### src/design/sensor_pkg.sv
// sensor_pkg: address map, widths and packed types shared by the sensor control blocks
package sensor_pkg;

    localparam int NUM_SENSORS = 4;                      // sensor channels
    localparam int CHN_BITS    = $clog2(NUM_SENSORS);    // channel index width

    // command address map, channel 0 at group base
    localparam logic [15:0] SENSOR_GROUP_ADDR    = 16'h0400; // channel 0 registers
    localparam logic [15:0] SENSOR_BASE_INC      = 16'h0040; // step per channel
    localparam logic [15:0] SENS_SYNC_STATUS_REL = 16'h0005; // status request, data[5:0] = seq
    localparam logic [15:0] SENS_SYNC_LATE_REL   = 16'h0007; // late sof delay in lines

    // frame sync
    localparam int SENS_SYNC_LBITS     = 16;  // line counter width
    localparam int SENS_SYNC_LATE_DFLT = 15;  // lines of delay out of reset
    localparam int FRAME_BITS          = 18;  // frame counter, wraps

    // status address map
    localparam logic [7:0] STATUS_REG_BASE = 8'h20; // channel 0 status address
    localparam logic [7:0] STATUS_REG_INC  = 8'h02; // step per channel

    // byte-serial framing
    localparam int CMD_BYTES    = 6;  // AL AH D0 D1 D2 D3
    localparam int STATUS_BYTES = 4;  // addr st0 st1 st2
    localparam int SEQ_BITS     = 6;  // sequence number in st0

    // one register write from the command port
    typedef struct packed {
        logic [15:0] addr;  // register address
        logic [31:0] data;  // register data
    } cmd_t;

    // sensor timing pulses of one channel, all on mclk
    typedef struct packed {
        logic sof;       // start of frame
        logic eof;       // end of frame
        logic line_end;  // end of a line
    } sync_in_t;

    // status packet, addr goes out first
    typedef struct packed {
        logic [7:0] addr;  // status register address
        logic [7:0] st0;   // {seq, frame[1:0]}
        logic [7:0] st1;   // frame[9:2]
        logic [7:0] st2;   // frame[17:10]
    } status_pkt_t;

endpackage

### src/design/cmd_deser.sv
// cmd_deser: assembles the six byte-serial command bytes into one register write pulse
`timescale 1ns/1ps

module cmd_deser (
    input  logic             mclk,
    input  logic             rst,
    input  logic [7:0]       cmd_ad,     // AL AH D0 D1 D2 D3, one per cycle
    input  logic             cmd_stb,    // high with AL
    output sensor_pkg::cmd_t cmd,        // valid while cmd_valid
    output logic             cmd_valid   // single cycle write pulse
);
    import sensor_pkg::*;

    logic [CMD_BYTES*8-1:0]       shift_r;  // newest byte enters at the top
    logic [$clog2(CMD_BYTES)-1:0] byte_cnt; // bytes taken so far
    logic                         busy;     // collecting AH..D3

    // byte position and write pulse
    always_ff @(posedge mclk) begin
        if (rst) begin
            busy      <= 1'b0;
            byte_cnt  <= '0;
            cmd_valid <= 1'b0;
        end else begin
            cmd_valid <= 1'b0;
            if (cmd_stb) begin                  // AL, also restarts a partial command
                busy     <= 1'b1;
                byte_cnt <= 1;
            end else if (busy) begin
                byte_cnt <= byte_cnt + 1'b1;
                if (byte_cnt == ($clog2(CMD_BYTES))'(CMD_BYTES - 1)) begin
                    busy      <= 1'b0;          // D3 taken
                    byte_cnt  <= '0;
                    cmd_valid <= 1'b1;
                end
            end
        end
    end

    // shift right so AL ends in the low byte
    always_ff @(posedge mclk) begin
        if (cmd_stb || busy) begin
            shift_r <= {cmd_ad, shift_r[CMD_BYTES*8-1:8]};
        end
    end

    // little-endian fields, stable during the valid cycle
    assign cmd.addr = shift_r[15:0];             // {AH, AL}
    assign cmd.data = shift_r[CMD_BYTES*8-1:16]; // {D3, D2, D1, D0}

endmodule

### src/design/late_line_timer.sv
// late_line_timer: delays start of frame by a programmed number of lines, cut short by eof
`timescale 1ns/1ps

module late_line_timer (
    input  logic                                mclk,
    input  logic                                rst,
    input  sensor_pkg::sync_in_t                sync,     // sof, eof, line_end
    input  logic [sensor_pkg::SENS_SYNC_LBITS-1:0] late,  // lines to wait, 0 = at once
    output logic                                sof_late  // one cycle pulse
);
    import sensor_pkg::*;

    logic                       pending;    // sof seen, late pulse not yet sent
    logic [SENS_SYNC_LBITS-1:0] line_cnt;   // line_end pulses since sof
    logic [SENS_SYNC_LBITS-1:0] line_next;  // count including this line_end
    logic                       lines_done; // this line_end reaches the delay

    assign line_next  = line_cnt + 1'b1;
    assign lines_done = sync.line_end && (line_next == late);

    always_ff @(posedge mclk) begin
        if (rst) begin
            pending  <= 1'b0;
            line_cnt <= '0;
            sof_late <= 1'b0;
        end else begin
            sof_late <= 1'b0;
            if (sync.sof) begin
                // new frame restarts the count
                line_cnt <= '0;
                if (late == '0) begin
                    sof_late <= 1'b1;       // zero delay, follow sof
                    pending  <= 1'b0;
                end else begin
                    pending  <= 1'b1;
                end
            end else if (pending) begin
                if (sync.eof || lines_done) begin
                    sof_late <= 1'b1;       // early eof or delay reached
                    pending  <= 1'b0;
                end else if (sync.line_end) begin
                    line_cnt <= line_next;
                end
            end
        end
    end

endmodule

### src/design/sync_chn.sv
// sync_chn: per-channel register decode, frame counter, late sof and status packet request
`timescale 1ns/1ps

module sync_chn #(
    parameter int chn = 0  // channel index, below NUM_SENSORS
) (
    input  logic                    mclk,
    input  logic                    rst,
    input  sensor_pkg::cmd_t        cmd,         // shared register write
    input  logic                    cmd_valid,
    input  sensor_pkg::sync_in_t    sync,        // this channel's sensor pulses
    output logic                    sof_late,
    output sensor_pkg::status_pkt_t status_pkt,  // held while status_rq
    output logic                    status_rq,
    input  logic                    start        // router took the packet
);
    import sensor_pkg::*;

    // this channel's register and status addresses
    localparam logic [15:0] chn_base    = 16'(SENSOR_GROUP_ADDR + chn * SENSOR_BASE_INC);
    localparam logic [15:0] late_addr   = chn_base + SENS_SYNC_LATE_REL;
    localparam logic [15:0] status_addr = chn_base + SENS_SYNC_STATUS_REL;
    localparam logic [7:0]  status_reg  = 8'(STATUS_REG_BASE + STATUS_REG_INC * chn);

    logic                       wr_late;    // write to the late register
    logic                       wr_status;  // status packet request
    logic [SENS_SYNC_LBITS-1:0] late;       // lines of delay
    logic [FRAME_BITS-1:0]      frame_cnt;  // sof pulses, wraps
    logic [FRAME_BITS-1:0]      frame_snap; // frame count at request
    logic [SEQ_BITS-1:0]        seq;        // sequence from the request

    assign wr_late   = cmd_valid && (cmd.addr == late_addr);
    assign wr_status = cmd_valid && (cmd.addr == status_addr);

    // late register
    always_ff @(posedge mclk) begin
        if (rst) begin
            late <= SENS_SYNC_LBITS'(SENS_SYNC_LATE_DFLT);
        end else if (wr_late) begin
            late <= cmd.data[SENS_SYNC_LBITS-1:0];
        end
    end

    // frame counter
    always_ff @(posedge mclk) begin
        if (rst) begin
            frame_cnt <= '0;
        end else if (sync.sof) begin
            frame_cnt <= frame_cnt + 1'b1;
        end
    end

    // request flag, a new write wins over start
    always_ff @(posedge mclk) begin
        if (rst) begin
            status_rq <= 1'b0;
        end else if (wr_status) begin
            status_rq <= 1'b1;
        end else if (start) begin
            status_rq <= 1'b0;      // drop the cycle after start
        end
    end

    // seq and frame snapshot, a pending request is overwritten
    always_ff @(posedge mclk) begin
        if (wr_status) begin
            seq        <= cmd.data[SEQ_BITS-1:0];
            frame_snap <= frame_cnt;
        end
    end

    // packet bytes
    assign status_pkt.addr = status_reg;
    assign status_pkt.st0  = {seq, frame_snap[1:0]};
    assign status_pkt.st1  = frame_snap[9:2];
    assign status_pkt.st2  = frame_snap[17:10];

    late_line_timer i_late_line_timer (
        .mclk     (mclk),
        .rst      (rst),
        .sync     (sync),
        .late     (late),
        .sof_late (sof_late)
    );

endmodule

### src/design/status_router_fsm.sv
// status_router_fsm: round-robin merge of the channel status packets onto one byte stream
`timescale 1ns/1ps

module status_router_fsm (
    input  logic                                   mclk,
    input  logic                                   rst,
    input  sensor_pkg::status_pkt_t                chn_pkt [sensor_pkg::NUM_SENSORS],
    input  logic [sensor_pkg::NUM_SENSORS-1:0]     chn_rq,     // per-channel request
    output logic [sensor_pkg::NUM_SENSORS-1:0]     chn_start,  // one cycle, packet taken
    output logic [7:0]                             status_ad,  // addr, then st0..st2
    output logic                                   status_rq,
    input  logic                                   status_start
);
    import sensor_pkg::*;

    typedef enum logic [1:0] {
        st_idle,   // wait for a channel request
        st_req,    // addr out, wait for status_start
        st_send    // st0, st1, st2
    } state_t;

    state_t              state;
    status_pkt_t         pkt;       // packet being sent
    logic [1:0]          byte_idx;  // data byte in st_send
    logic [CHN_BITS-1:0] last_chn;  // last served channel
    logic [CHN_BITS-1:0] cand;      // search candidate
    logic [CHN_BITS-1:0] pick;      // next channel to serve
    logic                pick_vld;

    // search from last_chn+1 around, nearest request wins
    always_comb begin
        pick_vld = 1'b0;
        pick     = last_chn;
        cand     = last_chn;
        for (int i = NUM_SENSORS; i >= 1; i--) begin
            cand = CHN_BITS'((int'(last_chn) + i) % NUM_SENSORS);
            if (chn_rq[cand]) begin
                pick_vld = 1'b1;
                pick     = cand;
            end
        end
    end

    always_ff @(posedge mclk) begin
        if (rst) begin
            state     <= st_idle;
            chn_start <= '0;
            byte_idx  <= '0;
            last_chn  <= CHN_BITS'(NUM_SENSORS - 1);  // first search starts at channel 0
        end else begin
            chn_start <= '0;
            case (state)
                st_idle: begin
                    if (pick_vld) begin
                        chn_start[pick] <= 1'b1;  // channel drops its request next cycle
                        last_chn        <= pick;
                        state           <= st_req;
                    end
                end
                st_req: begin
                    if (status_start) begin   // held here while downstream is busy
                        byte_idx <= '0;
                        state    <= st_send;
                    end
                end
                st_send: begin
                    byte_idx <= byte_idx + 1'b1;
                    if (byte_idx == 2'(STATUS_BYTES - 2)) begin
                        state <= st_idle;     // st2 out
                    end
                end
                default: state <= st_idle;
            endcase
        end
    end

    // take the packet with the start pulse
    always_ff @(posedge mclk) begin
        if (state == st_idle && pick_vld) begin
            pkt <= chn_pkt[pick];
        end
    end

    assign status_rq = (state == st_req);

    always_comb begin
        case (state)
            st_req:  status_ad = pkt.addr;
            st_send: begin
                case (byte_idx)
                    2'd0:    status_ad = pkt.st0;
                    2'd1:    status_ad = pkt.st1;
                    default: status_ad = pkt.st2;
                endcase
            end
            default: status_ad = 8'h00;
        endcase
    end

endmodule

### src/design/sensor_ctrl_top.sv
// sensor_ctrl_top: command port, four frame sync channels and the status router on mclk
`timescale 1ns/1ps

module sensor_ctrl_top (
    input  logic                               mclk,
    input  logic                               rst,
    input  logic [7:0]                         cmd_ad_in,   // byte-serial command
    input  logic                               cmd_stb_in,  // high with AL
    input  sensor_pkg::sync_in_t               sync_in [sensor_pkg::NUM_SENSORS],
    output logic [sensor_pkg::NUM_SENSORS-1:0] sof_late,    // delayed sof per channel
    output logic [7:0]                         status_ad,
    output logic                               status_rq,
    input  logic                               status_start
);
    import sensor_pkg::*;

    logic [7:0]             cmd_ad;     // registered command byte
    logic                   cmd_stb;    // registered strobe
    cmd_t                   cmd;        // assembled write
    logic                   cmd_valid;
    status_pkt_t            chn_pkt [NUM_SENSORS];
    logic [NUM_SENSORS-1:0] chn_rq;
    logic [NUM_SENSORS-1:0] chn_start;

    // input register stage
    always_ff @(posedge mclk) begin
        cmd_ad <= cmd_ad_in;
    end

    always_ff @(posedge mclk) begin
        if (rst) begin
            cmd_stb <= 1'b0;
        end else begin
            cmd_stb <= cmd_stb_in;
        end
    end

    cmd_deser i_cmd_deser (
        .mclk      (mclk),
        .rst       (rst),
        .cmd_ad    (cmd_ad),
        .cmd_stb   (cmd_stb),
        .cmd       (cmd),
        .cmd_valid (cmd_valid)
    );

    // channels share the write, each decodes its own addresses
    for (genvar g = 0; g < NUM_SENSORS; g++) begin : g_chn
        sync_chn #(
            .chn (g)
        ) i_sync_chn (
            .mclk       (mclk),
            .rst        (rst),
            .cmd        (cmd),
            .cmd_valid  (cmd_valid),
            .sync       (sync_in[g]),
            .sof_late   (sof_late[g]),
            .status_pkt (chn_pkt[g]),
            .status_rq  (chn_rq[g]),
            .start      (chn_start[g])
        );
    end

    status_router_fsm i_status_router_fsm (
        .mclk         (mclk),
        .rst          (rst),
        .chn_pkt      (chn_pkt),
        .chn_rq       (chn_rq),
        .chn_start    (chn_start),
        .status_ad    (status_ad),
        .status_rq    (status_rq),
        .status_start (status_start)
    );

endmodule

### config.mk
export PLATFORM = sky130hd
export DESIGN_NAME = sensor_ctrl_top
export DESIGN_NICKNAME = d
export VERILOG_FILES = /design/src/design/sensor_pkg.sv /design/src/design/cmd_deser.sv /design/src/design/late_line_timer.sv /design/src/design/sync_chn.sv /design/src/design/status_router_fsm.sv /design/src/design/sensor_ctrl_top.sv
export SDC_FILE = /design/constraint.sdc
export NUM_CORES = 1
export LEC_CHECK = 0
export BUFFER_PORTS_ARGS = -buffer_cell sky130_fd_sc_hd__buf_2
export CELL_PAD_IN_SITES_DETAIL_PLACEMENT = 0
export CELL_PAD_IN_SITES_GLOBAL_PLACEMENT = 1
export CORE_MARGIN = 10
export CORE_UTILIZATION = 35
export DETAILED_ROUTE_END_ITERATION = 10
export HOLD_SLACK_MARGIN = 0.12
export PLACE_DENSITY_LB_ADDON = 0.1
export SLEW_MARGIN = 25
export SYNTH_ARGS = -nofsm -noshare
export SYNTH_HDL_FRONTEND = slang
export SYNTH_SLANG_ARGS = --single-unit
### constraint.sdc
create_clock -name mclk -period 3.3 [get_ports mclk]
set_input_delay 0.165 -clock mclk [delete_from_list [all_inputs] [get_ports mclk]]
set_output_delay 0.165 -clock mclk [all_outputs]
set_load 0.01 [all_outputs]
; ---- Word-level counts from Yosys, hierarchy flattened
; Cells that the tools add are included.
[totals]
mem_count = 0
latchBits = 0
wordCells = 217
romBits = 0
input_bits = 24
mem_bits_rw = 0
reg_bits = 412
out_inout_bits = 13
[classes]
n_reduce_logical = 45
muxes = 76
n_bitwise = 8
div = 0
shifts = 0
n_mul = 0
order_cmp = 7
eq_ne = 20
n_addsub = 14
[op_table]
columns = op, n
row1 = "== test 16 x 11 -> 1 bit, second input constant", 8
row2 = "adder 18 x 1 -> 18 bit, second input constant", 4
row3 = "adder 16 x 1 -> 16 bit, second input constant", 4
row4 = binary-select mux 32 bit (select 2 bit), 1
row5 = == test 16 bit, 4
row6 = zero test 16 bit, 4
row7 = two-way mux 32 bit, 2
row8 = two-way mux 1 bit, 55
row9 = case mux 8 bit (2 select lines), 2
row10 = two-way mux 2 bit, 8
row11 = "less-than comparator 2 x 3 -> 1 bit, second input constant", 5
row12 = AND reduction 3 bit, 5
row13 = logical AND 1 bit, 14
row14 = nonzero test 2 bit, 6
row15 = OR reduction 2 bit, 5
row16 = binary-select mux 1 bit (select 2 bit), 4
row17 = NOT 1 bit, 7
row18 = "adder 2 x 1 -> 2 bit, second input constant", 3
row19 = "inequality test 2 x 1 -> 1 bit, second input constant", 3
row20 = case mux 2 bit (3 select lines), 1
row21 = OR reduction 3 bit, 2
row22 = logical OR 1 bit, 5
row23 = "adder 2 bit, second input constant", 2
row24 = "== test 2 x 1 -> 1 bit, second input constant", 2
row25 = other kinds (11), 14

; ---- Longest topological paths before layout
; Gate-level depths: netlist of run 1.
[logic_depth]
ltp_word = 11
mapped_depth = 12
depth_no_buf = 9

; ---- Hierarchy
; From an unflattened synthesis of run 1, not the netlist that was laid out.
[unflattened]
hier_cells = 1828
hier_area_um2 = 19626.3
[by_module_without_submodules]
columns = mod, cells_per_inst, seq_area_each_um2, n_inst, area_per_inst_um2
row1 = late_line_timer, 183, 360.3, 4, 1461.4
row2 = sync_chn at g_chn[1].i_sync_chn ..., 211, 1421.4, 2, 2339.7
row3 = status_router_fsm, 179, 1161.1, 1, 2615.0
row4 = sync_chn at g_chn[0].i_sync_chn, 211, 1421.4, 1, 2338.5
row5 = sync_chn at g_chn[3].i_sync_chn, 205, 1421.4, 1, 2294.7
row6 = cmd_deser, 69, 1541.5, 1, 1659.1
row7 = sensor_ctrl_top, 10, 180.2, 1, 193.9

; ---- Least setup slack after synthesis of run 1
; No wires, ideal clock.
[synth_path]
path_type = register to register
start = reg g_chn[0].i_sync_chn.i_late_line_timer.line_cnt[0]
end = reg g_chn[0].i_sync_chn.i_late_line_timer.line_cnt[14]
stages_incl_launch_ff = 11
t_arrival_ns = 2.622
setup_ns = 0.115
required_time_ns = 3.185
n_path_buf = 1
path_slack_ns = 0.563
synth_period_minus_slack_ns = 2.737
path_cell_list = dfxtp_1 -> ha_1 -> xnor2_1 -> nand3_1 -> or4_1 -> nor3_2 -> or4b_4 -> o21ai_2 -> buf_6 -> nor4_1 -> o21a_1
[synth_between]
elab_chain_len = 6
[synth_lines]
columns = element, line
row1 = start: declaration, late_line_timer.sv:14  ; logic [SENS_SYNC_LBITS-1:0] line_cnt;
row2 = start signal: assignment, late_line_timer.sv:42  ; line_cnt <= line_next;
row3 = adder 16 x 1 -> 16 bit, late_line_timer.sv:18  ; assign line_next = line_cnt + 1'b1;
row4 = via g_chn[0].i_sync_chn.i_late_line_timer.line_next[1], late_line_timer.sv:15  ; logic [SENS_SYNC_LBITS-1:0] line_next;
row5 = == test 16 bit, late_line_timer.sv:19  ; assign lines_done = sync.line_end && (line_next == late);
row6 = logical AND 1 bit, late_line_timer.sv:19
row7 = logical OR 1 bit, late_line_timer.sv:38  ; if (sync.eof || lines_done) begin
row8 = NOT 1 bit (no source line), --
row9 = AND reduction 3 bit (no source line), --
; The timed path passes the listed nets, and every way through them passes these cells.
; A chain may end at the register's enable or synchronous reset.

; ---- Final worst setup path of run 1
[layout_path]
start = reg g_chn[1].i_sync_chn.i_late_line_timer.line_cnt[0]
end = reg g_chn[1].i_sync_chn.i_late_line_timer.sof_late
[layout_between]
elab_chain_len = 7
[layout_lines]
columns = element, line
row1 = start: declaration, late_line_timer.sv:14
row2 = start signal: assignment, late_line_timer.sv:42
row3 = adder 16 x 1 -> 16 bit, late_line_timer.sv:18
row4 = == test 16 bit, late_line_timer.sv:19
row5 = logical AND 1 bit, late_line_timer.sv:19
row6 = logical OR 1 bit, late_line_timer.sv:38
row7 = two-way mux 1 bit, late_line_timer.sv:38
row8 = two-way mux 1 bit, late_line_timer.sv:37  ; end else if (pending) begin
row9 = two-way mux 1 bit, late_line_timer.sv:28  ; if (sync.sof) begin
row10 = end signal: assignment, late_line_timer.sv:27  ; sof_late <= 1'b0;
row11 = end signal: assignment, late_line_timer.sv:32  ; sof_late <= 1'b1;
row12 = end signal: assignment, late_line_timer.sv:39  ; sof_late <= 1'b1;
row13 = end: declaration, late_line_timer.sv:9  ; output logic sof_late
; Every way passes these cells.

==> results of run 1 <==
-- routing by layer --
metal / vias up / global-route usage / share of wire
li1: 6544 / - / -
met3: 63 / 0.0244 / 0.029
met1: 6196 / 0.184 / 0.45
met4: 0 / 0.0446 / 0.022
met5: - / 0 / 0
met2: 141 / 0.257 / 0.49
-- sequential cells by signal, indices dropped and copies added (netlist names), 2 cells and up --
signal	flops
g_chn.i_sync_chn.i_late_line_timer.line_cnt	64
g_chn.i_sync_chn.frame_cnt	72
i_cmd_deser.shift_r	48
i_status_router_fsm.state	2
cmd_ad	8
i_status_router_fsm.byte_idx	2
i_cmd_deser.byte_cnt	3
i_status_router_fsm.pkt	26
g_chn.i_sync_chn.status_rq	4
i_status_router_fsm.chn_start	4
g_chn.i_sync_chn.frame_snap	72
i_status_router_fsm.last_chn	2
g_chn.i_sync_chn.seq	24
g_chn.i_sync_chn.late	64
g_chn.i_sync_chn.i_late_line_timer.pending	4
g_chn.i_sync_chn.i_late_line_timer.sof_late	4
-- worst min path at each step --
stage | start | end | slack [ns] | cells past startpoint
floorplan | cmd_ad_in[0] | cmd_ad[0] | 0.19 | 0
global placement | cmd_ad_in[7] | cmd_ad[7] | 0.27 | 1
finish | cmd_ad_in[7] | cmd_ad[7] | 0.22 | 2
global route | cmd_ad_in[7] | cmd_ad[7] | 0.21 | 2
detailed placement | cmd_ad_in[0] | cmd_ad[0] | 0.27 | 1
CTS | cmd_ad_in[7] | cmd_ad[7] | 0.19 | 2
-- worst reg2reg max path, stage by stage, from the launching register on --
cell	delay, ns
dfxtp_1	0.44
ha_1	0.32
nand3_1	0.30
nor4_2	0.45
xnor2_1	0.20
inv_1	0.07
nor3_1	0.36
a21oi_1	0.17
o32ai_1	0.14
dlygate4sd3_1	0.58
-- metrics by stage --
| step | setup TNS [ns] | hold WS [ns] |
|---|---|---|
| after global placement | 0 | 0.267 |
| after floorplan | 0 | 0.193 |
| after global routing | -0.347 | 0.214 |
| after detailed placement | 0 | 0.269 |
| after CTS | 0 | 0.189 |
| final | 0 | 0.223 |
-- power groups by stage --
stage,Combinational [mW],Clock (mW),Sequential [mW]
6_report,0.212,5.03,5.38
4_1_cts,0.217,5.19,5.38
5_1_grt,0.238,5.40,5.38
2_1_floorplan,0.132,0,5.44
3_5_place_dp,0.196,0,5.49
3_3_place_gp,0.194,0,5.49
-- what timing repair did --
item	4_1_cts	5_1_grt
endpoints found under the hold margin	85	0
resized for setup	0	2
hold buffers	23	0
endpoints found under the setup margin	0	9
-- cell families after synthesis --
kind of cell,count (synthesis),share of synthesized area
multiplexers,62,0.0345
adder cells (fa/ha/maj),15,0.0104
flip-flops,406,0.546
XOR/XNOR,145,0.0714
AND/OR/NAND/NOR,744,0.207
AO/OA/AOI/OAI,276,0.101
buffers and inverters,131,0.0300
-- placed cells by master, fill, tap and decap left out, drive strengths merged, types with 19 or more instances in the layout --
master	count
clkinv	19
nand3	56
dfxtp	236
nor3	28
or3	38
mux2i	62
dlygate4sd3	23
and3	51
nor4	36
xor2	72
buf	72
nand2	191
nand4	46
xnor2	72
nor2	197
o21ai	47
edfxtp	170
nor2b	34
clkbuf	58
a21oi	79
inv	38
a31oi	31
-- final cells by class --
class	count	area (sq um)
clock buffer	58	1230
clock inverter	26	241
fill	5026	30400
inverter	39	146
multi-input combinational	1242	7680
sequential	406	9830
tap	680	851
timing repair buffer	95	687
==> impl_metrics.json, run 1 <==
{
  "status": "finished, final reports clean",
  "grt_pass1_vias": 12956,
  "overflow": 0,
  "die_area_sq_um": 60900,
  "synth_area_leader_cell": "edfxtp_1",
  "drtIter0Drc": 655,
  "syn-instance-count": 1779,
  "clk_latency_ns": 0.58,
  "crit_path_max_fanout": 8,
  "totalWireLength_microns": 44400,
  "fin_cells": 2546,
  "antenna_found_initial": 0,
  "place_area_sq_um": 19000,
  "die_w_microns": 247,
  "fin_area_sq_um": 20700,
  "clk_root_buffer_cell": "clkbuf_16",
  "dpl.hpwl_microns": 29600,
  "nets": 1869,
  "ys_seq_elements": 406,
  "swShare": 0.216,
  "worst-setup-path-type": "reg -> reg",
  "num_vias": 12944,
  "clk_pin_slew_ns": 0.06,
  "cts_inserted_buffers": 46,
  "synthesis.nets": 1818,
  "p_int_mw": 8.32,
  "grt_pass1_wl_microns": 72100,
  "synthMostInstantiatedCell": "dfxtp_1",
  "htree_levels": 2,
  "slew_viol_final": 0,
  "power.density_nw_per_um2": 514,
  "drv_cap": 0,
  "max_stage_delay_ns": 0.58,
  "min_path_type": "in -> reg",
  "p_sw_mw": 2.30,
  "drive_gt1_frac": 0.0959,
  "die_y_microns": 247,
  "report.power.total_mw": 10.6,
  "ys_types": 80,
  "drc": 0,
  "worst-r2r-setup-slack_ns": 0.21,
  "critical_path_depth": 9,
  "first_pass_iters": 4,
  "rows": 83,
  "rsz0062_at_grt": "true",
  "yosysTopAreaCellShare": 0.284,
  "async_reset_ff_frac": 0,
  "syn_area_sq_um": 18000,
  "leakage_nw": 7.06,
  "clkPwrFrac": 0.474,
  "cp_slowest_cell": "dlygate4sd3_1",
  "hold_viol_final": 0,
  "ff2ff_path_depth": 9,
  "area_growth_pct": 14.8,
  "worst_pin_slew_ns": 0.927,
  "setup_viol": 0,
  "worst_slack_ns": 0.209,
  "synth.area.top_cells": "edfxtp_1 28%, dfxtp_1 26%, nor2_1 4.1%",
  "startpoint_type": "flop",
  "ys_warn_count": 0,
  "routedWlPerCell_microns": 17.4,
  "crit_end": "g_chn[1].i_sync_chn.i_late_line_timer.sof_late",
  "cp_cell_sequence": "ha_1 -> nand3_1 -> nor4_2 -> xnor2_1 -> inv_1 -> nor3_1 -> a21oi_1 -> o32ai_1 -> dlygate4sd3_1",
  "core_sq_um": 51100,
  "combPwrFrac": 0.020,
  "slew_headroom": 0.378,
  "port-buffer-count": 36,
  "power_frac_seq": 0.506,
  "initial_core_util": 0.352,
  "ctsLongestPathBuffers": 3,
  "synth_edf_count": 170,
  "io_pins": 37,
  "routed_via_density": 5.08,
  "fmax_ghz": 0.324,
  "cp_num_buf_inv": 2,
  "r2r_end": "g_chn[1].i_sync_chn.i_late_line_timer.sof_late",
  "post-place-ws_ns": 0.231,
  "end_kind": "flop",
  "grt_max_degree": 81,
  "cts_setup_buffers": 0,
  "gp_congestion": 0.839,
  "crit_required_ns": 3.81,
  "cts_tree": "done",
  "synth_seq_area_share": 0.546,
  "synthTopCellsByCount": "236 x dfxtp_1, 197 x nor2_1, 191 x nand2_1",
  "period_share": 0.937,
  "skew_ns": 0.0220,
  "crit_family": "simple AND/OR/NAND/NOR gates",
  "fin_crit_ns": 3.09,
  "ys.flop_type": "dfxtp_1",
  "dp_cells": 2439,
  "syn_avg_cell_area_sq_um": 10.1,
  "cts.sinks": 406,
  "grt.total_usage": 0.148,
  "peakVddDrop_mv": 0.386,
  "cp.arrival_ns": 3.60,
  "diodes": 0,
  "fin_util": 0.404,
  "ant_nets": 0
}
Power figures use the tool's default switching activity.
==> run 2: changes to the inputs <==
--- a/config.mk
+++ b/config.mk
@@ -6,13 +6,11 @@
 export NUM_CORES = 1
 export LEC_CHECK = 0
 export BUFFER_PORTS_ARGS = -buffer_cell sky130_fd_sc_hd__buf_2
-export CELL_PAD_IN_SITES_DETAIL_PLACEMENT = 0
-export CELL_PAD_IN_SITES_GLOBAL_PLACEMENT = 1
+export CORE_ASPECT_RATIO = 0.9
 export CORE_MARGIN = 10
 export CORE_UTILIZATION = 35
 export DETAILED_ROUTE_END_ITERATION = 10
 export HOLD_SLACK_MARGIN = 0.12
-export PLACE_DENSITY_LB_ADDON = 0.1
 export SLEW_MARGIN = 25
 export SYNTH_ARGS = -nofsm -noshare
 export SYNTH_HDL_FRONTEND = slang
==> impl_metrics.json, run 2 (same netlist as run 1, synthesis figures left out) <==
{
  "gp_congestion": 0.860,
  "first_pass_iters": 5,
  "grt.total_usage": 0.135,
  "min_path_type": "in -> reg",
  "slew_headroom": 0.407,
  "diodes": 0,
  "num_vias": 13224,
  "power_frac_seq": 0.534,
  "die_w_microns": 259,
  "clk_latency_ns": 0.56,
  "fin_area_sq_um": 20500,
  "crit_path_max_fanout": 6,
  "drv_cap": 0,
  "antenna_found_initial": 0,
  "fill_cells": 4863,
  "crit_family": "simple AND/OR/NAND/NOR gates",
  "io_pins": 37,
  "worst_slack_ns": 0.186,
  "crit_required_ns": 3.75,
  "status": "finished, final reports clean",
  "post-place-ws_ns": 0.311,
  "startpoint_type": "flop",
  "cts_inserted_buffers": 42,
  "cts.sinks": 406,
  "cp.arrival_ns": 3.56,
  "critical_path.most_common_cell": "nand4_1",
  "drtIter0Drc": 830,
  "place_area_sq_um": 18900,
  "core_sq_um": 50700,
  "cts_setup_buffers": 0,
  "p_int_mw": 7.89,
  "ctsLongestPathBuffers": 3,
  "clk_root_buffer_cell": "clkbuf_16",
  "power.density_nw_per_um2": 492,
  "fin_util": 0.404,
  "cp_slowest_cell": "dlygate4sd3_1",
  "final_cell_mix": "233 x dfxtp_1, 191 x nand2_1, 188 x nor2_1",
  "die_area_sq_um": 60900,
  "cts_tree": "done",
  "cp_cell_sequence": "ha_1 -> nand4_1 -> or4_1 -> a21oi_1 -> o21bai_1 -> a2111o_1 -> nand4_1 -> dlygate4sd3_1 -> xor2_1 -> nor2_1",
  "area_growth_pct": 13.6,
  "grt_pass1_wl_microns": 68300,
  "worst-setup-path-type": "reg -> reg",
  "die_y_microns": 235,
  "skew_ns": 0.0149,
  "htree_levels": 2,
  "port-buffer-count": 36,
  "worst_pin_slew_ns": 0.884,
  "initial_core_util": 0.355,
  "fmax_ghz": 0.321,
  "p_sw_mw": 2.17,
  "overflow": 0,
  "swShare": 0.215,
  "end_kind": "flop",
  "clkPwrFrac": 0.445,
  "drc": 0,
  "reg_top3": "g_chn.i_sync_chn.frame_cnt (72), g_chn.i_sync_chn.frame_snap (72)",
  "drive_gt1_frac": 0.0930,
  "fin_crit_ns": 3.11,
  "grt_pass1_vias": 12841,
  "cp_num_buf_inv": 1,
  "totalWireLength_microns": 41800,
  "max_stage_delay_ns": 0.58,
  "rows": 78,
  "peakVddDrop_mv": 0.424,
  "ant_nets": 0,
  "setup_viol": 0,
  "clk_pin_slew_ns": 0.07,
  "leakage_nw": 6.98,
  "report.power.total_mw": 10.1,
  "combPwrFrac": 0.021,
  "slew_viol_final": 0,
  "routedWlPerCell_microns": 16.5,
  "routed_via_density": 5.23,
  "nets": 1856,
  "period_share": 0.944,
  "hold_viol_final": 0,
  "dpl.hpwl_microns": 28100,
  "grt_max_degree": 101,
  "setup_tns_ns": 0,
  "final_common_cell": "dfxtp_1"
}
-- run 2: changes by cell type in the layout (fill, tap and decap cells not counted), sizes merged --
cell / change
buf: -9
bufinv: -3
clkbuf: -1
clkinv: -1
clkinvlp: -3
inv: +1
-- run 2: stage by stage --
stage | instances | hold WS [ns]
floorplan | 1779 | 0.193
global placement | 2430 | 0.268
detailed placement | 2430 | 0.269
CTS | 2530 | 0.138
global route | 2530 | 0.185
finish | 2530 | 0.134
-- run 2: per-layer routing --
layer	wire length, microns	track usage
met2	19500	0.219
met4	1020	0.0424
met1	19300	0.178
met3	1980	0.0257
met5	0	0
-- run 2: repair_timing --
item | 4_1_cts | 5_1_grt
resized for setup | 0 | 13
hold buffers | 23 | 0
hold endpoints to repair | 45 | 0
setup endpoints to repair | 0 | 6
-- run 2: path summary, 6_finish.rpt --
path,startpoint,to,slack (ns),cells past startpoint
setup / recovery,flop,flop,0.19,10
hold / removal,rst,cmd_stb,0.13,2
setup reg to reg,flop,flop,0.19,10
hold reg to reg,cmd_ad[2],i_cmd_deser.shift_r[42],0.40,0
-- run 2: power by group through the flow --
stage	clock network, mW	logic (mW)	registers (mW)
floorplan	0	0.132	5.44
global placement	0	0.186	5.48
detailed placement	0	0.192	5.49
CTS	4.62	0.212	5.38
global route	4.82	0.234	5.38
finish	4.48	0.210	5.37
-- run 2: worst register-to-register path, delay by kind of cell, from the launching register on --
| kind | cells | cell delay [ns] |
|---|---|---|
| buf+inv | 1 | 0.58 |
| flops | 1 | 0.42 |
| compound gates | 3 | 0.71 |
| fa+ha+maj | 1 | 0.28 |
| simple gates | 4 | 0.87 |
| xor+xnor | 1 | 0.15 |
-- run 2: cell type report --
type / instances / area, sq um / share of cell area
clock buffer: 57 / 1150 / 0.0561
clock inverter: 20 / 130 / 0.00636
inverter: 39 / 146 / 0.00716
multi-input combinational: 1242 / 7730 / 0.378
sequential: 406 / 9830 / 0.481
tap: 680 / 851 / 0.0416
timing repair buffer: 86 / 619 / 0.0303
==> run 3: changes to the inputs <==
--- a/config.mk
+++ b/config.mk
@@ -11,6 +11,7 @@
 export CORE_UTILIZATION = 35
 export DETAILED_ROUTE_END_ITERATION = 10
 export HOLD_SLACK_MARGIN = 0.12
+export RECOVER_POWER = 50
 export SLEW_MARGIN = 25
 export SYNTH_ARGS = -nofsm -noshare
 export SYNTH_HDL_FRONTEND = slang
==> impl_metrics.json, run 3 (same netlist as run 1, synthesis figures left out) <==
{
  "status": "finished, violations left",
  "violations": "capacitance limit, slew limit",
  "rows": 78,
  "final_common_cell": "dfxtp_1",
  "gp_congestion": 0.860,
  "skew_ns": 0.0141,
  "clk_root_buffer_cell": "clkbuf_16",
  "clk_latency_ns": 0.56,
  "grt_max_degree": 101,
  "worst_slack_ns": 0.185,
  "power.density_nw_per_um2": 493,
  "hold_viol_final": 0,
  "crit_path_max_fanout": 6,
  "peakVddDrop_mv": 0.425,
  "routed_via_density": 5.24,
  "port-buffer-count": 36,
  "min_path_type": "in -> reg",
  "fin_cells": 2530,
  "initial_core_util": 0.355,
  "antenna_found_initial": 0,
  "max_stage_delay_ns": 0.58,
  "cp_slowest_cell": "dlygate4sd3_1",
  "die_area_sq_um": 60900,
  "worst-setup-path-type": "reg -> reg",
  "drc": 0,
  "fin_crit_ns": 3.12,
  "num_vias": 13248,
  "slew_headroom": -0.561,
  "cp_cell_sequence": "ha_1 -> nand4_1 -> or4_1 -> a21oi_1 -> o21bai_1 -> a2111o_1 -> nand4_1 -> dlygate4sd3_1 -> xor2_1 -> nor2_1",
  "leakage_nw": 6.95,
  "ctsLongestPathBuffers": 3,
  "cts_inserted_buffers": 42,
  "final_cell_mix": "233 x dfxtp_1, 191 x nand2_1, 188 x nor2_1",
  "routedWlPerCell_microns": 16.5,
  "post-place-ws_ns": 0.311,
  "grt_pass1_wl_microns": 68300,
  "setup_viol": 0,
  "reg_top3": "g_chn.i_sync_chn.frame_cnt (72), g_chn.i_sync_chn.frame_snap (72)",
  "fmax_ghz": 0.321,
  "ant_nets": 0,
  "cts_tree": "done",
  "crit_required_ns": 3.75,
  "grt.total_usage": 0.135,
  "clk_pin_slew_ns": 0.06,
  "drtIter0Drc": 797,
  "slew_viol_final": 150,
  "fill_cells": 4863,
  "cp.arrival_ns": 3.56,
  "drive_gt1_frac": 0.0886,
  "totalWireLength_microns": 41700,
  "io_pins": 37,
  "htree_levels": 2,
  "first_pass_iters": 5,
  "end_kind": "flop",
  "drv_cap": 2,
  "core_sq_um": 50700,
  "overflow": 0,
  "worst_pin_slew_ns": 2.34,
  "diodes": 0,
  "nets": 1856,
  "dpl.hpwl_microns": 28100,
  "dp_cells": 2430,
  "period_share": 0.944,
  "critical_path.most_common_cell": "nand4_1",
  "startpoint_type": "flop",
  "grt_pass1_vias": 12841,
  "die_y_microns": 235,
  "cts.sinks": 406,
  "area_growth_pct": 13.5,
  "die_w_microns": 259
}
-- run 3: area by class of cell --
type	instances	area (sq um)	share of cell area
clock inverters	20	130	0.00637
repair buffers	86	598	0.0293
inverters	39	146	0.00716
clock buffers	57	1150	0.0562
multi-input cells	1242	7730	0.378
well taps	680	851	0.0416
flip-flops and latches	406	9830	0.481
-- run 3: metrics by stage --
stage,power [mW],utilization,hold slack [ns],cell area (sq um),TNS (ns)
after detailed placement,5.68,0.373,0.269,18900,0
final,10.1,0.403,0.238,20400,0
after CTS,10.2,0.403,0.138,20400,0
after global routing,10.4,0.403,0.227,20400,-0.00179
after global placement,5.67,0.373,0.268,18900,0
after floorplan,5.57,-,0.193,18000,0
-- run 3: per-layer routing --
metal,global-route usage,share of wire
met5,0,0
met4,0.0424,0.024
met3,0.0257,0.044
met1,0.178,0.46
met2,0.219,0.47
-- run 3: path summary, 6_finish.rpt --
check	from	to	slack, ns	depth (start not counted)
worst max-delay path	flop	flop	0.18	10
worst max register to register	flop	flop	0.18	10
worst min-delay path	cmd_ad_in[1]	cmd_ad[1]	0.24	2
worst min register to register	cmd_ad[2]	i_cmd_deser.shift_r[42]	0.40	0
-- run 3: worst max-delay path, delay by kind of cell, from the launching register on --
family / cells / cell delay (ns)
AND/OR/NAND/NOR: 4 / 0.87
AO/OA/AOI/OAI: 3 / 0.71
buffers and inverters: 1 / 0.58
flip-flops: 1 / 0.42
adder cells (fa/ha/maj): 1 / 0.28
XOR/XNOR: 1 / 0.15
-- run 3: power by group --
part	internal (mW)	leakage [nW]	switching (mW)
logic	0.0703	2.74	0.138
registers	5.30	3.58	0.0767
clock network	2.52	0.628	1.95
-- run 3: repair_timing --
action	4_1_cts	5_1_grt
setup buffers	0	0
hold buffers	23	0
resized for setup	0	13
setup endpoints to repair	0	6
hold endpoints to repair	45	0
